**src/i2c_config.svh**
```systemverilog
`ifndef I2C_CONFIG_SVH
`define I2C_CONFIG_SVH

// ----------------------------------------
// i2c timing
// ----------------------------------------
// system clocks per enable pulse, 4 pulses per scl bit
`define CLK_DIV 8
// cycles sda waits after scl falls, must stay below CLK_DIV
`define SDA_HOLD 3

// ----------------------------------------
// buffer and length
// ----------------------------------------
`define BUF_DEPTH 8 // byte slots
`define LEN_W 4     // length field width

// ----------------------------------------
// axi4-lite bus
// ----------------------------------------
`define AXI_AW 5
`define AXI_DW 32

`endif

```
**src/i2cClockEnable.sv**
```systemverilog
`timescale 1ns/1ps
`default_nettype none
`include "i2c_config.svh"

// quarter-bit enable, one pulse every CLK_DIV clocks
module i2cClockEnable (
	input  logic iCLK,
	input  logic iRST,
	input  logic run,  // engine busy
	output logic enClk
);

	localparam int CW = $clog2(`CLK_DIV);

	logic [CW-1:0] divCnt;

	always_ff @(posedge iCLK) begin
		// held cleared when idle so each transfer starts phase-aligned
		if (iRST || !run) begin
			divCnt <= '0;
			enClk  <= 1'b0;
		end else begin
			enClk <= (divCnt == CW'(`CLK_DIV - 1)); // one cycle wide
			if (divCnt == CW'(`CLK_DIV - 1)) begin
				divCnt <= '0;
			end else begin
				divCnt <= divCnt + 1'b1;
			end
		end
	end

endmodule

`default_nettype wire

```
**config.mk**
```make
export PLATFORM = sky130hd
export DESIGN_NAME = i2cClockEnable
export DESIGN_NICKNAME = d
export VERILOG_FILES = /design/src/i2cClockEnable.sv
export VERILOG_INCLUDE_DIRS = /design/src
export SDC_FILE = /design/constraint.sdc
export NUM_CORES = 1
export LEC_CHECK = 0
export BUFFER_PORTS_ARGS = -buffer_cell sky130_fd_sc_hd__buf_4
export CAP_MARGIN = 20
export CELL_PAD_IN_SITES_DETAIL_PLACEMENT = 2
export CELL_PAD_IN_SITES_GLOBAL_PLACEMENT = 2
export CORE_AREA = 2 2 39 41
export DETAILED_ROUTE_END_ITERATION = 8
export DIE_AREA = 0 0 41 43
export PLACE_DENSITY_LB_ADDON = 0.1
export RECOVER_POWER = 50
export SLEW_MARGIN = 10
export SYNTH_ARGS = -nofsm -noshare
export SYNTH_HDL_FRONTEND = slang
export SYNTH_SLANG_ARGS = --single-unit
```
**constraint.sdc**
```tcl
create_clock -name iCLK -period 1.8 [get_ports iCLK]
set_clock_uncertainty 0.2 [all_clocks]
set_input_delay 0.27 -clock iCLK [delete_from_list [all_inputs] [get_ports iCLK]]
set_output_delay 0.27 -clock iCLK [all_outputs]
set_load 0.01 [all_outputs]
```
# == Word-level counts from Yosys, hierarchy flattened ==
# Index checks and enable logic that the tools add are counted.
# word_totals
ff_bits,4
latchBits,0
ram_bits,0
romBits,0
inputBits,3
out_inout_bits,1
elab_cells,7
n_memories,0
# op_classes
addsub,1
mul,0
n_div,0
magnitude_cmp,0
eq_ne,1
shifts,0
mux,0
bitwise_logic,0
reduce_logical,3
# ops
op,n
3-bit by 1-bit adder with 3-bit output (second input constant),1
3-bit equality test (second input constant),1
2-bit OR reduction,1
1-bit logical NOT,1
1-bit logical OR,1

# == Logic depth before layout (Yosys ltp) ==
# Gate-level depths: netlist of run 1.
# depth
ltp_word,3
mapped_depth,3
mapped_depth_nobuf,3

# == Worst setup path before layout of run 1 ==
# OpenSTA, ideal clock, no wires.
# synth_path
path_kind,reg-to-reg
startpoint,register divCnt[0]
endpoint,register divCnt[2]
setup_ns,0.117
t_arrival_ns,0.939
required_ns,1.483
setup_slack_ns,0.543
path_stages_with_launch,4
n_path_buf,0
synth_period_minus_slack_ns,1.257
path_cell_list,dfxtp_1 > ha_1 > ha_1 > and4bb_2
# synth_via
elab_chain_len,2
elab_cells_between_ends,3
# synth_rtl
item,line,source
start: declaration,i2cClockEnable.sv:15,logic [CW-1:0] divCnt;
start signal: assignment,i2cClockEnable.sv:27,divCnt <= divCnt + 1'b1;
"parallel branches: the longest is 2 deep, another holds 3-bit by 1-bit adder with 3-bit output",-,
# Several ways; the timed one is not identified.
# A chain may end at the register's enable or synchronous reset.

# == Final worst setup path of run 1 ==
# Ends and elaborated chain as after synthesis.

==> impl_metrics.json, run 1 <==
{
  "min_period_ps": 1300,
  "final_max_slew_viol_count": 0,
  "core_area_um2": 1380,
  "status": "finished, final reports clean",
  "place_area_um2": 196,
  "syn-cell-area_um2": 154,
  "dr.pass1.iters": 2,
  "initial_core_util": 0.111,
  "nets": 23,
  "arrival_ps": 1280,
  "start_kind": "register",
  "ys_ff_latch": 4,
  "rsz0062_at_grt": "no",
  "cts_made_buffers": 3,
  "use_met2": 0.0750,
  "postLayoutSetupSlackWorst_ps": 502,
  "rows": 14,
  "syn_area_per_cell_um2": 15.4,
  "p_leak_nw": 0.0973,
  "pre_cts_ws_ps": 501,
  "ant_nets": 0,
  "synth-warning-count": 0,
  "clkTransAtPathRegs_ps": 40,
  "period_share": 0.721,
  "placed_cells": 29,
  "grt_max_degree": 5,
  "worst-setup-path-type": "register to register",
  "grt_pass1_vias": 138,
  "drtIter0Drc": 1,
  "maxCapViolations": 0,
  "postCtsHoldBufs": 0,
  "required_ps": 1780,
  "place_congestion": 0.577,
  "final_cells": 32,
  "root_buffer": "clkbuf_4",
  "wl_per_cell_um": 9.88,
  "post_cts.repair.setup_buffers": 0,
  "tritoncts": "built",
  "yosysTopAreaCell": "dfxtp_1",
  "slew_headroom": 0.878,
  "hold_path.class": "primary input to register",
  "use_met3": 0.0995,
  "peakVddDrop_mv": 0.329,
  "antenna_found_initial": 0,
  "drc": 0,
  "io_buffers": 3,
  "layout-drive-gt1-share": 0.500,
  "multi_input_area_um2": 73.8,
  "finalSetupViolCount": 0,
  "stdcell_area_um2": 215,
  "wl_um": 316,
  "htree_levels": 1,
  "setup_tns_ps": 0,
  "ios": 4,
  "busiest_layer": "met3",
  "overflow": 0,
  "regArea_um2": 80.1,
  "cts.path.max_buffers": 2,
  "endpoint_kind": "register",
  "viasPerCell": 3.28,
  "cts_sinks": 4,
  "p_per_area_nw_per_um2": 1010,
  "yosysSeqAreaShare": 0.520,
  "syn_nets": 15,
  "clk_latency_ps": 240,
  "synth_area_leaders": "dfxtp_1, and4bb_2, ha_1",
  "dieArea_um2": 1760,
  "area_delta_synth_final_pct": 39.8,
  "worst_slew_pin_slew_ps": 183,
  "fp.dieH_um": 43,
  "timing.final.hold_violations": 0,
  "track_usage": 0.0651,
  "antennaDiodeCount": 0,
  "path_max_fanout": 4,
  "synth_cells": 10,
  "cts_resized": 0,
  "max_freq_ghz": 0.770,
  "grt_pass1_wl_um": 627,
  "fp.dieW_um": 41,
  "filler_cell_count": 156,
  "synth_cell_type_count": 5,
  "synth_top_cell_area_share": 0.520,
  "vias": 105,
  "dp_hpwl_um": 232,
  "grtUsageMet1": 0.0607
}
==> sequential cells by signal (all words and copies together), names as in the netlist <==
| name | count |
|---|---|
| enClk | 1 |
| divCnt | 3 |
==> layout by cell type, fill, tap and decap left out <==
master | synthesis | layout
and4bb_2 | 2 | 2
clkbuf_4 | 0 | 3
buf_4 | 0 | 2
clkbuf_1 | 0 | 1
ha_1 | 2 | 2
and3b_1 | 1 | 1
dfxtp_1 | 4 | 4
nor4b_2 | 1 | 1
==> final timing paths <==
check / from / to / slack, ps / cells after the start
min reg2reg: divCnt[0] / divCnt[0] / 250 / 1
min: iRST / divCnt[0] / 30 / 2
max: divCnt[0] / divCnt[2] / 500 / 3
max reg2reg: divCnt[0] / divCnt[2] / 500 / 3
==> final cells by class <==
class,instances,area share
clock buffers,3,0.105
multi-input cells,6,0.343
flip-flops and latches,4,0.372
well taps,16,0.0930
repair buffers,3,0.0872
==> critical path, cell delays in order, from the launching register on <==
cell      delay [ps]
dfxtp_1          310
ha_1             200
ha_1             230
and4bb_2         300
==> metrics by stage <==
stage	power, mW	utilization	hold WS (ps)
after detailed placement	0.104	0.142	237
after global placement	0.103	0.142	238
after global routing	0.236	0.156	24.1
final	0.216	0.156	28.3
after floorplan	0.0974	-	141
after CTS	0.223	0.158	23.8
==> where the power goes <==
| group | internal (mW) | switching [mW] |
|---|---|---|
| logic | 0.00609 | 0.00358 |
| clock network | 0.0748 | 0.0395 |
| registers | 0.0913 | 0.00114 |
==> per-layer routing <==
layer  share of wire  wire length, um  vias up
li1                -                -       52
met1            0.47              148       46
met2            0.35              110        7
met3            0.18               57        0
met4               0                0        0
met5               0                0        -
==> synth_stat cells (all sizes together) <==
cell and count:
dfxtp 4, nor4b 1, and3b 1, ha 2, and4bb 2
==> logic make-up after synthesis <==
family / share of synthesized area
adders and majority gates: 0.163
DFF: 0.520
and+or+nand+nor: 0.317
(Power assumes the default switching activity.)
==> run 2: changes to the inputs <==
Clock period 1.8 ns to 1.1 ns, I/O delays scaled along.
==> run 2 against run 1 <==
Effect of this change: the run now ends with hold timing, setup timing left; sequential share of layout area decreased by 4.2 points; total power is 65% higher; sequential power up 66%; critical path depth stayed put; routed wire length increased by 8.5%; via count rose by 9.5%; count of clock-buffer cells in the layout unchanged; design area up 16%; worst hold slack lost 120 ps; global-route usage is 0.29 points lower; final cell count increased by 3.1%; critical path type unchanged; largest cell class is now multi-input gates; largest power group unchanged.
==> impl_metrics.json, run 2 (same netlist as run 1, synthesis figures left out) <==
{
  "tritoncts": "built",
  "ant_nets": 0,
  "holdWs_ps": -88.8,
  "place_congestion": 0.558,
  "clk_latency_ps": 230,
  "cts_sinks": 4,
  "fp.dieW_um": 41,
  "drc": 0,
  "path_depth": 3,
  "required_ps": 1020,
  "rsz0062_at_grt": "yes",
  "timing.critical_path.buf_inv": 0,
  "finalSetupViolCount": 4,
  "rr_startpoint": "divCnt[0]",
  "htree_levels": 1,
  "post_cts.repair.setup_buffers": 0,
  "cts.path.max_buffers": 2,
  "pre_cts_ws_ps": -114,
  "area_delta_synth_final_pct": 62.6,
  "antennaDiodeCount": 0,
  "cts_made_buffers": 3,
  "dieArea_um2": 1760,
  "top_register": "divCnt",
  "track_usage": 0.0622,
  "critPathMaxStageDelay_ps": 320,
  "critPathTopFamily": "adder cells",
  "grt_max_degree": 5,
  "worst-setup-path-type": "register to register",
  "reg2reg_depth": 3,
  "grt_pass1_wl_um": 600,
  "largest_reg_flops": 3,
  "final_cell_mix": "clkbuf_4, buf_4",
  "final_max_slew_viol_count": 0,
  "grt_pass1_vias": 135,
  "postLayoutSetupSlackWorst_ps": -95.8,
  "min_period_ps": 1200,
  "path_max_fanout": 2,
  "status": "complete, but fails checks",
  "cp_cell_sequence": "ha_4, ha_4, and4bb_2",
  "hold_path.class": "primary input to register",
  "max_freq_ghz": 0.836,
  "slew_headroom": 0.888,
  "top_regs": "divCnt (3), enClk (1)",
  "vias": 115,
  "rows": 14,
  "peakVddDrop_mv": 0.586,
  "core_area_um2": 1380,
  "setup_tns_ps": -207,
  "p_per_area_nw_per_um2": 1420,
  "regToRegEndpoint": "divCnt[2]",
  "maxCapViolations": 0,
  "root_buffer": "clkbuf_4",
  "ios": 4,
  "wl_per_cell_um": 10.4,
  "period_share": 1.09,
  "drtIter0Drc": 2,
  "filler_cell_count": 154,
  "p_leak_nw": 0.0982,
  "clkTransAtPathRegs_ps": 40,
  "worst_path_most_repeated_cell": "ha_4",
  "initial_core_util": 0.111,
  "layout-drive-gt1-share": 0.765,
  "failed_checks": "hold timing, setup timing",
  "dr.pass1.iters": 2,
  "fp.dieH_um": 43,
  "wl_um": 343,
  "antenna_found_initial": 0,
  "overflow": 0,
  "endpoint_kind": "register",
  "endpoint": "divCnt[2]",
  "nets": 24,
  "slowest_stage": "dfxtp_2",
  "arrival_ps": 1120,
  "worstSetupStartpoint": "divCnt[0]",
  "rrSetupSlack_ps": -100,
  "timing.final.hold_violations": 1,
  "viasPerCell": 3.48,
  "io_buffers": 3,
  "start_kind": "register",
  "worst_slew_pin_slew_ps": 168
}
[run 2: cell types whose count changed in the layout (fill, tap and decap cells not counted)]
| cell | previous run | this run |
|---|---|---|
| dfxtp_1 | 4 | 2 |
| dfxtp_2 | 0 | 2 |
| ha_1 | 2 | 0 |
| ha_4 | 0 | 2 |
| buf_4 | 2 | 3 |
[run 2: worst min path at each step]
stage	from	end	slack, ps	cells past startpoint
5_1_grt	iRST	divCnt[0]	-100	2
4_1_cts	iRST	divCnt[0]	-90	2
2_1_floorplan	iRST	divCnt[0]	30	1
3_3_place_gp	iRST	divCnt[0]	160	2
6_report	iRST	divCnt[0]	-90	2
3_5_place_dp	iRST	divCnt[0]	160	2
[run 2: report_power, final]
group | internal, mW | switching, mW | total [mW] | leakage (nW)
registers | 0.150 | 0.00319 | 0.153 | 0.0333
logic | 0.0134 | 0.00637 | 0.0197 | 0.0511
clock network | 0.122 | 0.0611 | 0.183 | 0.0138
[run 2: routing by layer]
metal	part of all wire	global-route usage
met2	0.52	0.0750
met4	0	0.0200
met1	0.34	0.0547
met5	0	0
met3	0.14	0.0942
[run 2: cell type report]
| type | instances | area [um^2] | share of cell area |
|---|---|---|---|
| flip-flops and latches | 4 | 82.6 | 0.330 |
| repair buffers | 4 | 26.3 | 0.105 |
| well taps | 16 | 20.0 | 0.0800 |
| clock buffers | 3 | 22.5 | 0.0900 |
| multi-input cells | 6 | 98.8 | 0.395 |
[run 2: metrics by stage]
| step | instances | cell area (um^2) | power [mW] | util |
|---|---|---|---|---|
| global route | 33 | 250 | 0.387 | 0.181 |
| floorplan | 10 | 180 | 0.162 | - |
| CTS | 33 | 254 | 0.368 | 0.184 |
| finish | 33 | 250 | 0.356 | 0.181 |
| detailed placement | 30 | 230 | 0.176 | 0.166 |
| global placement | 30 | 230 | 0.175 | 0.166 |
[run 2: worst register-to-register path: cells and delay by family, from the launching register on]
family	cells	cell delay, ps
fa+ha+maj	2	360
flops	1	320
simple gates	1	200
[run 2: repair_timing]
item                       4_1_cts  5_1_grt
hold endpoints to repair         1        1
pin swaps                        4        1
setup endpoints to repair        4        4
resized for setup                1        0
==> run 3: changes to the inputs <==
Settings changed: BUFFER_PORTS_ARGS -buffer_cell sky130_fd_sc_hd__buf_4 to unset, DONT_BUFFER_PORTS set to 1.
==> run 3 against run 2 <==
Effect of this change: the flow still finishes with violations (hold timing, setup timing); first-iteration DRC count fell by 100%; design area did not move; via count fell by 0.87%; global-route usage rose by 0.088 points; critical path type unchanged; largest cell class unchanged; count of clock-buffer cells in the layout did not move; die area did not move; non-clock buffer count fell by 2; final cell count fell by 6.1%.
==> impl_metrics.json, run 3 (same netlist as run 1, synthesis figures left out) <==
{
  "hold-path-cell-count": 1,
  "postCtsHoldBufs": 1,
  "ios": 4,
  "pwr-share-seq": 0.428,
  "p_leak_nw": 0.0965,
  "cp_cell_sequence": "ha_4, ha_4, and4bb_2",
  "layout-drive-gt1-share": 0.733,
  "maxCapViolations": 0,
  "track_usage": 0.0631,
  "io_buffers": 0,
  "pre_cts_ws_ps": -114,
  "min_period_ps": 1200,
  "worst_slew_pin_slew_ps": 205,
  "drc": 0,
  "rows": 14,
  "drtIter0Drc": 0,
  "path_depth": 3,
  "totalPowerFinal_mw": 0.358,
  "antenna_found_initial": 0,
  "reg2reg_depth": 3,
  "period_share": 1.09,
  "hold_path.class": "primary input to register",
  "use_met3": 0.0576,
  "finalSetupViolCount": 4,
  "dr.pass1.iters": 1,
  "top_regs": "divCnt (3), enClk (1)",
  "top_register": "divCnt",
  "wl_um": 376,
  "final_common_cell": "clkbuf_4",
  "nets": 22,
  "grtUsageMet1": 0.0447,
  "fp.dieW_um": 41,
  "critPathTopFamily": "adder cells",
  "cts.path.max_buffers": 2,
  "postLayoutSetupSlackWorst_ps": -101,
  "arrival_ps": 1130,
  "grt_pass1_vias": 134,
  "grt_pass1_wl_um": 607,
  "timing.final.hold_violations": 4,
  "use_met2": 0.0813,
  "p_switching_mw": 0.0719,
  "antennaDiodeCount": 0,
  "status": "complete, but fails checks",
  "filler_cell_count": 152,
  "cts_sinks": 4,
  "max_freq_ghz": 0.833,
  "wl_per_cell_um": 12.1,
  "worst-setup-path-type": "register to register",
  "place_congestion": 0.550,
  "initial_core_util": 0.111,
  "internal-power_mw": 0.286,
  "failed_checks": "hold timing, setup timing",
  "slowest_stage": "dfxtp_2",
  "grt_max_degree": 5,
  "p_comb_frac": 0.057,
  "final_util": 0.181,
  "clk_latency_ps": 240,
  "slew_headroom": 0.863,
  "busiest_layer": "met2",
  "path_max_fanout": 2,
  "endpoint_kind": "register",
  "vias": 114,
  "p_per_area_nw_per_um2": 1430,
  "holdWs_ps": -121,
  "overflow": 0,
  "fp.dieH_um": 43,
  "peakVddDrop_mv": 0.389,
  "regArea_um2": 82.6,
  "required_ps": 1030,
  "start_kind": "register",
  "clockPowerShare": 0.515,
  "clkTransAtPathRegs_ps": 40,
  "tritoncts": "built",
  "root_buffer": "clkbuf_4",
  "final_cell_mix": "clkbuf_4, and4bb_2, ha_4, dfxtp_2, dfxtp_1",
  "area_delta_synth_final_pct": 62.6,
  "critPathMaxStageDelay_ps": 320,
  "multi_input_area_um2": 108,
  "core_area_um2": 1380,
  "dieArea_um2": 1760,
  "ant_nets": 0,
  "cts_made_buffers": 3,
  "timing.critical_path.buf_inv": 0,
  "htree_levels": 1,
  "p_sw_frac": 0.201,
  "viasPerCell": 3.68,
  "worst_path_most_repeated_cell": "ha_4",
  "largest_reg_flops": 3,
  "rsz0062_at_grt": "yes",
  "final_max_slew_viol_count": 0
}
==> run 3: layer usage <==
layer,vias to the layer above,part of all wire
li1,51,-
met1,53,0.32
met2,6,0.48
met3,4,0.11
met4,0,0.072
met5,-,0
==> run 3: final cells by class <==
class | instances | share of cell area
Clock buffer | 3 | 0.0900
Multi-Input combinational cell | 6 | 0.430
Sequential cell | 4 | 0.330
Tap cell | 16 | 0.0800
Timing Repair Buffer | 2 | 0.0700
==> run 3: worst paths after layout <==
path         startpoint         to  slack, ps
max           divCnt[0]  divCnt[2]       -100
min                 run  divCnt[0]       -120
max reg2reg   divCnt[0]  divCnt[2]       -100
min reg2reg   divCnt[0]  divCnt[0]        340
==> run 3: timing repair <==
item,in CTS,in global routing
gates resized for setup,2,0
buffers inserted,0,0
endpoints found under the hold margin,4,4
endpoints found under the setup margin,4,4
pin swaps,3,2
==> run 3: power by group through the flow <==
stage          Sequential, mW  Combinational [mW]  Clock [mW]
5_1_grt                 0.153              0.0223       0.202
2_1_floorplan           0.155             0.00709           0
3_5_place_dp            0.155              0.0127           0
4_1_cts                 0.154              0.0207       0.193
6_report                0.153              0.0203       0.184
3_3_place_gp            0.155              0.0105           0
==> run 3: through the flow <==
stage,std cells,instance area [um^2],TNS [ps]
after floorplan,10,180,-141
after global placement,27,208,-150
after detailed placement,27,208,-300
after CTS,31,250,-320
after global routing,31,250,-336
final,31,250,-220
