`src/i2c_config.svh`:
```
`ifndef I2C_CONFIG_SVH
`define I2C_CONFIG_SVH

// ----------------------------------------
// i2c timing
// ----------------------------------------
// system clocks per enable pulse, 4 pulses per scl bit
`define CLK_DIV 8
// cycles sda waits after scl falls, must stay below CLK_DIV
`define SDA_HOLD 3

// ----------------------------------------
// buffer and length
// ----------------------------------------
`define BUF_DEPTH 8 // byte slots
`define LEN_W 4     // length field width

// ----------------------------------------
// axi4-lite bus
// ----------------------------------------
`define AXI_AW 5
`define AXI_DW 32

`endif

```
`src/i2cPkg.sv`:
```
`default_nettype none

package i2cPkg;

	// ----------------------------------------
	// bit engine states
	// ----------------------------------------
	typedef enum logic [2:0] {
		idle      = 3'd0, // bus released, waiting for go
		startCond = 3'd1, // sda falls while scl high
		dataBit   = 3'd2, // 8 bits, msb first
		ackBit    = 3'd3, // sda released, slave answers
		stopCond  = 3'd4  // sda rises while scl high
	} i2cState;

	// ----------------------------------------
	// register map
	// ----------------------------------------
	// one 32-bit register per word address
	typedef enum logic [4:0] {
		ctrlReg  = 5'd0,  // bit 0 go
		lenReg   = 5'd4,  // bytes per transfer
		statReg  = 5'd8,  // busy, done, nack
		dataBase = 5'd16  // first byte slot, one slot per address
	} regAddr;

	typedef enum logic [1:0] {
		okay   = 2'b00,
		slvErr = 2'b10 // unmapped address
	} axiResp;

endpackage

`default_nettype wire

```
`src/i2cCmdIf.sv`:
```
`timescale 1ns/1ps
`default_nettype none
`include "i2c_config.svh"

// register block to bit engine
interface i2cCmdIf;
	logic [7:0]        txByte;   // buffer slot at read index
	logic [`LEN_W-1:0] txLen;    // bytes to send
	logic              start;    // one-cycle go
	logic              nextByte; // engine took txByte
	logic              busy;
	logic              doneEv;   // end of stop condition
	logic              nack;     // ack sample read high

	modport regs (
		output txByte, txLen, start,
		input  nextByte, busy, doneEv, nack
	);

	modport engine (
		input  txByte, txLen, start,
		output nextByte, busy, doneEv, nack
	);
endinterface

`default_nettype wire

```
`src/i2cAxiRegs.sv`:
```
`timescale 1ns/1ps
`default_nettype none
`include "i2c_config.svh"

// axi4-lite slave, byte buffer and control for the engine
module i2cAxiRegs (
	input  logic                 iCLK,
	input  logic                 iRST,
	input  logic [`AXI_AW-1:0]   awaddr,
	input  logic                 awvalid,
	output logic                 awready,
	input  logic [`AXI_DW-1:0]   wdata,
	input  logic [`AXI_DW/8-1:0] wstrb,
	input  logic                 wvalid,
	output logic                 wready,
	output i2cPkg::axiResp       bresp,
	output logic                 bvalid,
	input  logic                 bready,
	input  logic [`AXI_AW-1:0]   araddr,
	input  logic                 arvalid,
	output logic                 arready,
	output logic [`AXI_DW-1:0]   rdata,
	output i2cPkg::axiResp       rresp,
	output logic                 rvalid,
	input  logic                 rready,
	i2cCmdIf.regs                cmd
);
	import i2cPkg::*;

	localparam int IW = $clog2(`BUF_DEPTH);

	logic [7:0]         txBuf [`BUF_DEPTH];
	logic [`LEN_W-1:0]  lenQ;
	logic [IW-1:0]      rdIdx;   // slot shown to the engine
	logic               doneSt;  // sticky until next go
	logic               nackSt;
	logic               wrFire;
	logic               rdFire;
	logic [`AXI_AW-1:0] wrOff;
	logic [`AXI_AW-1:0] rdOff;
	logic               wrInBuf;
	logic               rdInBuf;
	logic               wrKnown;
	logic               rdKnown;

	assign wrFire  = awready && awvalid && wvalid; // aw and w taken together
	assign rdFire  = arready && arvalid;
	assign wready  = awready;
	assign wrOff   = awaddr - dataBase;
	assign rdOff   = araddr - dataBase;
	assign wrInBuf = (awaddr >= dataBase) && (wrOff < `BUF_DEPTH);
	assign rdInBuf = (araddr >= dataBase) && (rdOff < `BUF_DEPTH);
	assign wrKnown = wrInBuf || (awaddr inside {ctrlReg, lenReg, statReg});
	assign rdKnown = rdInBuf || (araddr inside {ctrlReg, lenReg, statReg});

	assign cmd.txByte = txBuf[rdIdx];
	assign cmd.txLen  = lenQ;

	// ----------------------------------------
	// handshakes
	// ----------------------------------------
	always_ff @(posedge iCLK) begin
		if (iRST) begin
			awready <= 1'b0;
			bvalid  <= 1'b0;
			bresp   <= okay;
			arready <= 1'b0;
			rvalid  <= 1'b0;
			rresp   <= okay;
		end else begin
			awready <= awvalid && wvalid && !awready && !bvalid; // 1-cycle pulse
			arready <= arvalid && !arready && !rvalid;
			if (wrFire) begin
				bvalid <= 1'b1;
				bresp  <= wrKnown ? okay : slvErr;
			end else if (bready) begin
				bvalid <= 1'b0;
			end
			if (rdFire) begin
				rvalid <= 1'b1;
				rresp  <= rdKnown ? okay : slvErr;
			end else if (rready) begin
				rvalid <= 1'b0;
			end
		end
	end

	// ----------------------------------------
	// control, status, read index
	// ----------------------------------------
	always_ff @(posedge iCLK) begin
		if (iRST) begin
			cmd.start <= 1'b0;
			lenQ      <= '0;
			doneSt    <= 1'b0;
			nackSt    <= 1'b0;
			rdIdx     <= '0;
		end else begin
			cmd.start <= 1'b0;
			if (wrFire && wstrb[0]) begin
				case (awaddr)
					ctrlReg: begin
						if (wdata[0] && !cmd.busy) begin // go ignored while busy
							cmd.start <= 1'b1;
							doneSt    <= 1'b0;
							nackSt    <= 1'b0;
						end
					end
					lenReg:  lenQ <= wdata[`LEN_W-1:0];
					default: ;
				endcase
			end
			if (cmd.doneEv) begin
				doneSt <= 1'b1;
			end
			if (cmd.nack) begin
				nackSt <= 1'b1;
			end
			if (cmd.start) begin
				rdIdx <= '0; // rewind for new transfer
			end else if (cmd.nextByte) begin
				rdIdx <= rdIdx + 1'b1;
			end
		end
	end

	// byte buffer, low byte lane only
	always_ff @(posedge iCLK) begin
		if (wrFire && wstrb[0] && wrInBuf) begin
			txBuf[wrOff[IW-1:0]] <= wdata[7:0];
		end
	end

	// read data mux
	always_ff @(posedge iCLK) begin
		if (rdFire) begin
			case (araddr)
				lenReg:  rdata <= `AXI_DW'(lenQ);
				// done already shows in the cycle busy drops
				statReg: rdata <= `AXI_DW'({nackSt, doneSt | cmd.doneEv, cmd.busy});
				default: rdata <= rdInBuf ? `AXI_DW'(txBuf[rdOff[IW-1:0]]) : '0; // ctrl reads 0
			endcase
		end
	end

endmodule

`default_nettype wire

```
`src/flat_wrapper.sv`:
```
// flat-port wrapper written by rule: the top's interface ports become plain ports
module i2cAxiRegs_flat import i2cPkg::*;
  (iCLK, iRST, awaddr, awvalid, awready, wdata, wstrb, wvalid, wready, bresp, bvalid, bready, araddr, arvalid, arready, rdata, rresp, rvalid, rready, cmd_txByte, cmd_txLen, cmd_start, cmd_nextByte, cmd_busy, cmd_doneEv, cmd_nack);
  i2cCmdIf cmd_i ();
  input  logic iCLK;
  input  logic iRST;
  input  logic [`AXI_AW-1:0] awaddr;
  input  logic awvalid;
  output logic awready;
  input  logic [`AXI_DW-1:0] wdata;
  input  logic [`AXI_DW/8-1:0] wstrb;
  input  logic wvalid;
  output logic wready;
  output i2cPkg::axiResp bresp;
  output logic bvalid;
  input  logic bready;
  input  logic [`AXI_AW-1:0] araddr;
  input  logic arvalid;
  output logic arready;
  output logic [`AXI_DW-1:0] rdata;
  output i2cPkg::axiResp rresp;
  output logic rvalid;
  input  logic rready;
  output wire logic [$bits(cmd_i.txByte)-1:0] cmd_txByte;
  output wire logic [$bits(cmd_i.txLen)-1:0] cmd_txLen;
  output wire logic [$bits(cmd_i.start)-1:0] cmd_start;
  input wire logic [$bits(cmd_i.nextByte)-1:0] cmd_nextByte;
  input wire logic [$bits(cmd_i.busy)-1:0] cmd_busy;
  input wire logic [$bits(cmd_i.doneEv)-1:0] cmd_doneEv;
  input wire logic [$bits(cmd_i.nack)-1:0] cmd_nack;
  assign cmd_txByte = cmd_i.txByte;
  assign cmd_txLen = cmd_i.txLen;
  assign cmd_start = cmd_i.start;
  assign cmd_i.nextByte = cmd_nextByte;
  assign cmd_i.busy = cmd_busy;
  assign cmd_i.doneEv = cmd_doneEv;
  assign cmd_i.nack = cmd_nack;
  i2cAxiRegs u_core (.iCLK(iCLK), .iRST(iRST), .awaddr(awaddr), .awvalid(awvalid), .awready(awready), .wdata(wdata), .wstrb(wstrb), .wvalid(wvalid), .wready(wready), .bresp(bresp), .bvalid(bvalid), .bready(bready), .araddr(araddr), .arvalid(arvalid), .arready(arready), .rdata(rdata), .rresp(rresp), .rvalid(rvalid), .rready(rready), .cmd(cmd_i));
endmodule
```
`config.mk`:
```
export PLATFORM = sky130hd
export DESIGN_NAME = i2cAxiRegs_flat
export DESIGN_NICKNAME = d
export VERILOG_FILES = /design/src/i2cPkg.sv /design/src/i2cCmdIf.sv /design/src/i2cAxiRegs.sv /design/src/flat_wrapper.sv
export VERILOG_INCLUDE_DIRS = /design/src
export SDC_FILE = /design/constraint.sdc
export NUM_CORES = 1
export LEC_CHECK = 0
export BUFFER_PORTS_ARGS = -buffer_cell sky130_fd_sc_hd__buf_2
export CAP_MARGIN = 0
export CORE_UTILIZATION = 35
export DETAILED_ROUTE_END_ITERATION = 8
export PLACE_DENSITY = 0.56
export SKIP_CTS_REPAIR_TIMING = 1
export SLEW_MARGIN = 10
export SYNTH_ARGS = -nofsm -noshare
export SYNTH_HDL_FRONTEND = slang
export SYNTH_SLANG_ARGS = --single-unit
```
`constraint.sdc`:
```
create_clock -name iCLK -period 1.6 [get_ports iCLK]
set_clock_uncertainty 0.05 [all_clocks]
set_input_delay 0.32 -clock iCLK [delete_from_list [all_inputs] [get_ports iCLK]]
set_output_delay 0.32 -clock iCLK [all_outputs]
set_load 0.05 [all_outputs]
```
# After elaboration in Yosys (flattened, before gate mapping)
# Memories as Yosys holds them, arrays and structs flattened. A register that Yosys moved wholly into a read port is not among the register bits.
# Cells that the tools add are included.
# Widths: inputs -> output; s select.
[totals] reg_bits=50 ramBits=64 in_bits=57 word_cells=82 n_memories=1
[classes] n_addsub=3 magnitude_cmp=4 eq_ne=4 mux=18 bitwise_logic=3 n_reduce_logical=37
[mem_list] memory="u_core.txBuf" words=8 word_bits=8 rd=2 rd_clocked_by_memory_dff=1 write_ports=1 line="i2cAxiRegs.sv:32" text="logic [7:0] txBuf [`BUF_DEPTH];"
[ops] operator="$pmux 32 s2" count=1
[ops] operator="$reduce_bool 2->1" count=8
[ops] operator="$logic_and 1x1->1" count=13
[ops] operator="$mux 1" count=12
[ops] operator="$eq 5x3->1 const B" count=2
[ops] operator="$eq 5x4->1 const B" count=2
[ops] operator="$ge 5x5->1 const B" count=2
[ops] operator="$logic_not 5->1" count=2
[ops] operator="$lt 5x4->1 const B" count=2
[ops] operator="$sub 5x5->5 const B" count=2
[ops] operator="$mux 8" count=1
[ops] operator="$mux 3" count=2
[ops] operator="$reduce_and 3->1" count=2
[ops] operator="$reduce_bool 3->1" count=2
[ops] operator="$logic_not 1->1" count=5
[ops] operator="$mux 2" count=2
[ops] operator="$add 3x1->3 const B" count=1
[ops] operator="$reduce_or 3->1" count=1
[ops] operator="$logic_or 1x1->1" count=2
[ops] operator="$not 1->1" count=2
[ops] operator="$reduce_and 2->1" count=1
[ops] operator="$reduce_or 2->1" count=1
[ops] operator="$or 1x1->1" count=1

# Depth between registers and ports, before layout
[depth] depth_word=6 depth_mapped=5

# Worst setup path after synthesis
# OpenSTA, ideal clock, no wires.
[synth_timing] path_type="register -> register" start="reg u_core.awready" end="mem u_core.txBuf[0][0], enable pin" setup_ns=0.383 arrival_time_ns=1.742 t_required_ns=1.167 slack_ns=-0.576 stages_incl_launch_ff=4 cell_sequence="dfxtp_1 -> and3_1 -> nand4b_1 -> nor3_1"
[synth_between] elab_chain_len=6
[synth_lines] element="from (decl)" line="i2cAxiRegs.sv:11" text="output logic awready,"
[synth_lines] element="from (signal assigned)" line="i2cAxiRegs.sv:71" text="awready <= awvalid && wvalid && !awready && !bvalid;"
[synth_lines] element="$logic_and 1x1->1 (2 in a row)" line="i2cAxiRegs.sv:46" text="assign wrFire = awready && awvalid && wvalid;"
[synth_lines] element="$logic_and 1x1->1 (2 in a row)" line="i2cAxiRegs.sv:129" text="if (wrFire && wstrb[0] && wrInBuf) begin"
[synth_lines] element="$mux 1" line="i2cAxiRegs.sv:129"
[synth_lines] element="$mux 1 (not written as such)" line="i2cAxiRegs.sv:130" text="txBuf[wrOff[IW-1:0]] <= wdata[7:0];"
[synth_lines] element="to (decl)" line="i2cAxiRegs.sv:32"
# Every way passes these cells.

==> impl_summary.log <==
INFO  metric min_path_type = input port to register
INFO  metric worstSkewPairLatency = 0.34 ns
INFO  metric holdPathEnd = u_core.txBuf[6][4]
INFO  metric hold_viol_final = 0
INFO  metric postSynth.topFlopCell = sky130_fd_sc_hd__edfxtp_1
INFO  metric post-route-drc-count = 0
INFO  metric grt_max_degree = 22
INFO  metric simple_gate_fraction_of_synth_area = 7.62%
INFO  metric fp.coreArea = 0.0120 mm2
INFO  metric areaGrowthSynthToFinish = 27.5%
INFO  metric timing.hold.worst.start = wdata[4]
INFO  metric preCtsSetupSlack = -0.332 ns
INFO  metric summed_instance_area_of_the_synthesized_netlist = 0.00430 mm2
INFO  metric number_of_flops_mapped_to_enable_cells_by_yosys = 72
INFO  metric worst_setup_path_end_kind = output pin
INFO  metric report.final.setup_viol = 10
INFO  metric setup_tns = -4.90 ns
INFO  metric final_layout_size_suffix_gt1_share = 48.1%
INFO  metric hold-path-cell-count = 1
INFO  metric worst_setup_path_start_kind = register
INFO  metric synthTopCellsByArea = sky130_fd_sc_hd__edfxtp_1, sky130_fd_sc_hd__mux4_1, sky130_fd_sc_hd__dfxtp_1
INFO  metric die_w = 113 um
INFO  metric slew_violations = 0
INFO  metric dr.pass1.iters = 4
INFO  metric yosys.cell_types.count = 41
INFO  metric placementRows = 40
INFO  metric final_setup_slack_of_the_worst_path = -0.626 ns
INFO  metric grt_antenna_before_repair = 0
INFO  metric timing.setup.critical_path_class = register to output pin
INFO  metric vdd_ir_drop_max = 0.620 mV
INFO  metric synth_largest_type_area_fraction = 50.2%
INFO  metric cts-buffers-inserted = 9
INFO  metric muxShareOfSynthArea = 22.9%
INFO  metric worstReg2RegStart = u_core.txBuf[1][3]
INFO  metric antenna-diode-count = 0
INFO  metric leakage = 2.03 nW
INFO  metric outcome = finished with violations
INFO  metric yosys_warnings = 0
INFO  metric reg_to_reg_endpoint = u_core.rdata[3]
INFO  metric filler_cell_count = 1049
INFO  metric total_global_routing_track_utilization = 15.5%
INFO  metric cp_data_required_time = 1.23 ns
INFO  metric clk_path_buf_depth = 2
INFO  metric ctsRootBufferMaster = sky130_fd_sc_hd__clkbuf_16
INFO  metric numPortBuffers = 57
INFO  metric syn_avg_cell_area = 16.2 um2
INFO  metric synthAdderAreaFrac = 0.291%
INFO  metric power_density = 1060 mW/mm2
INFO  metric die_h = 113 um
INFO  metric gp_routability_congestion = 0.800
INFO  metric synthCells = 266
INFO  metric r2r_slack = -0.03 ns
INFO  metric gr-total-overflow = 0
INFO  metric fin_hold_ws = 0.206 ns
INFO  metric regArea = 0.00255 mm2
INFO  metric final_nets = 419
INFO  metric yosysSeqAreaShare = 59.1%
INFO  metric synth_top_area_cell = sky130_fd_sc_hd__edfxtp_1
INFO  metric clock.fmax = 449 MHz
INFO  metric grt_first_pass_wirelength = 14.3 mm
INFO  metric total_routed_wirelength = 9.37 mm
INFO  metric ant_nets = 0
INFO  metric multi_input_area = 0.00162 mm2
INFO  metric postSynthRegisterBits = 91
INFO  metric dr.first_iter.drc_count = 126
INFO  metric initial_utilization = 35.8%
INFO  metric cts.clk_slew.worst_paths = 0.07 ns
INFO  metric dp.final_hpwl = 6.70 mm
INFO  metric ys_async_sr_fraction = 0%
INFO  metric cts_sinks = 91
INFO  metric final_min_period_over_clock_period = 139%
INFO  metric drt-wirelength-per-cell = 18.3 um
INFO  metric synth-xor-area-share = 0.407%
INFO  metric worstRegToRegCells = 4
INFO  metric rsz0062_at_grt = true
INFO  metric timing.critical_path.fanout_max = 5
INFO  metric data_arrival_at_the_endpoint_of_the_critical_path = 1.86 ns
INFO  metric via_per_inst = 4.96
INFO  metric failing_checks = setup timing
INFO  metric first_global_vias = 2531
INFO  metric pin_count = 111
INFO  metric synth_top_family_by_area = multiplexers
INFO  metric cts_tree = yes
INFO  metric htree_levels = 3
INFO  metric via_count = 2543
INFO  metric synth-compound-area-share = 2.67%
INFO  metric layout_min_cycle_time = 2.23 ns
INFO  metric cap_violations = 0
INFO  metric die-area = 0.0127 mm2
[report_power, final]
| part | leakage, nW | switching (mW) | internal (mW) | total, mW |
|---|---|---|---|---|
| sequential | 0.809 | 0.0194 | 2.57 | 2.59 |
| clock | 0.172 | 0.893 | 1.54 | 2.44 |
| combinational | 1.05 | 0.483 | 0.311 | 0.794 |
| total | 2.03 | 1.40 | 4.43 | 5.82 |
[synth_stat cells, types with 3 or more instances]
library cell,number
sky130_fd_sc_hd__o22ai_1,5
sky130_fd_sc_hd__nor3_1,8
sky130_fd_sc_hd__mux4_1,15
sky130_fd_sc_hd__nor2_1,15
sky130_fd_sc_hd__a22oi_1,3
sky130_fd_sc_hd__dfxtp_1,19
sky130_fd_sc_hd__mux2i_1,13
sky130_fd_sc_hd__nor4_1,4
sky130_fd_sc_hd__clkbuf_1,4
sky130_fd_sc_hd__buf_2,4
sky130_fd_sc_hd__mux2_2,9
sky130_fd_sc_hd__edfxtp_1,72
sky130_fd_sc_hd__buf_4,29
sky130_fd_sc_hd__nand2b_1,12
sky130_fd_sc_hd__nand2_1,5
sky130_fd_sc_hd__nor2b_1,3
sky130_fd_sc_hd__mux4_2,16
[routing by layer]
metal	share of wire, %	GRT usage, %	vias to the layer above
met5	0	0	-
met3	4.0	4.18	14
met2	51	26.6	84
met1	43	19.1	1259
li1	-	-	1186
met4	2.0	4.65	0
[how the worst max path moves through the flow]
stage          slack [ns]     start       endpoint
2_1_floorplan       -0.18  register  cmd_txByte[5]
5_1_grt             -0.68  register  cmd_txByte[3]
4_1_cts             -0.71  register  cmd_txByte[7]
6_report            -0.63  register  cmd_txByte[3]
3_3_place_gp        -0.33  register  cmd_txByte[1]
3_5_place_dp        -0.33  register  cmd_txByte[7]
[cell families after synthesis]
logic type	Yosys count
flops	91
simple gates	58
mux	53
buf+inv	43
compound gates	17
xor+xnor	2
fa+ha+maj	1
other cells	1
[per-stage QoR]
stage               instances  instance area, um2  power, mW  utilization (%)
global placement          496                5020       3.36             41.8
finish                    513                5490       5.82             45.7
floorplan                 291                4470       3.24                -
global route              513                5490       6.00             45.7
CTS                       512                5370       5.80             44.7
detailed placement        496                5020       3.37             41.8
[state kept, by name, summed over array words and instances (netlist names), 3 cells and up, named ones only]
name	cells
u_core.rdata	8
u_core.txBuf	64
u_core.cmd.txLen	4
u_core.rdIdx	3
[critical path, cell delays in order (launching register included)]
cell	delay (ns)
sky130_fd_sc_hd__dfxtp_4	0.40
sky130_fd_sc_hd__clkbuf_16	0.17
sky130_fd_sc_hd__mux4_2	0.50
sky130_fd_sc_hd__mux2_4	0.29
sky130_fd_sc_hd__buf_6	0.15
[layout by cell type, fill, tap and decap left out, types with 2 or more instances in the layout]
master                      count
sky130_fd_sc_hd__nor2_1         9
sky130_fd_sc_hd__nor2b_1        3
sky130_fd_sc_hd__nor3_4         3
sky130_fd_sc_hd__a22oi_1        3
sky130_fd_sc_hd__nor2_2         2
sky130_fd_sc_hd__buf_12         6
sky130_fd_sc_hd__buf_6         11
sky130_fd_sc_hd__mux2_4         8
sky130_fd_sc_hd__o21bai_1       2
sky130_fd_sc_hd__nor4_1         4
sky130_fd_sc_hd__dfxtp_4        2
sky130_fd_sc_hd__o22ai_1        4
sky130_fd_sc_hd__mux4_2        31
sky130_fd_sc_hd__inv_1          2
sky130_fd_sc_hd__a21oi_1        2
sky130_fd_sc_hd__nor3_1         6
sky130_fd_sc_hd__conb_1        26
sky130_fd_sc_hd__a311oi_1       2
sky130_fd_sc_hd__bufinv_16      3
sky130_fd_sc_hd__buf_4         31
sky130_fd_sc_hd__edfxtp_1      72
sky130_fd_sc_hd__nand2b_1      12
sky130_fd_sc_hd__nor2_4         4
sky130_fd_sc_hd__buf_8          2
sky130_fd_sc_hd__mux2i_2        2
sky130_fd_sc_hd__mux2i_1       10
sky130_fd_sc_hd__buf_2         49
sky130_fd_sc_hd__clkbuf_16     10
sky130_fd_sc_hd__dfxtp_1       17
sky130_fd_sc_hd__o21ai_0        2
sky130_fd_sc_hd__nand2_1        5
[cell type report]
cell class | instances | share of cell area, %
Sequential cell | 91 | 46.5
Multi-Input combinational cell | 157 | 29.5
Clock inverter | 7 | 2.26
Inverter | 2 | 0.137
Tap cell | 147 | 3.35
Timing Repair Buffer | 100 | 14.2
Clock buffer | 9 | 4.10
Note: power is estimated with default switching activity, not from simulation.
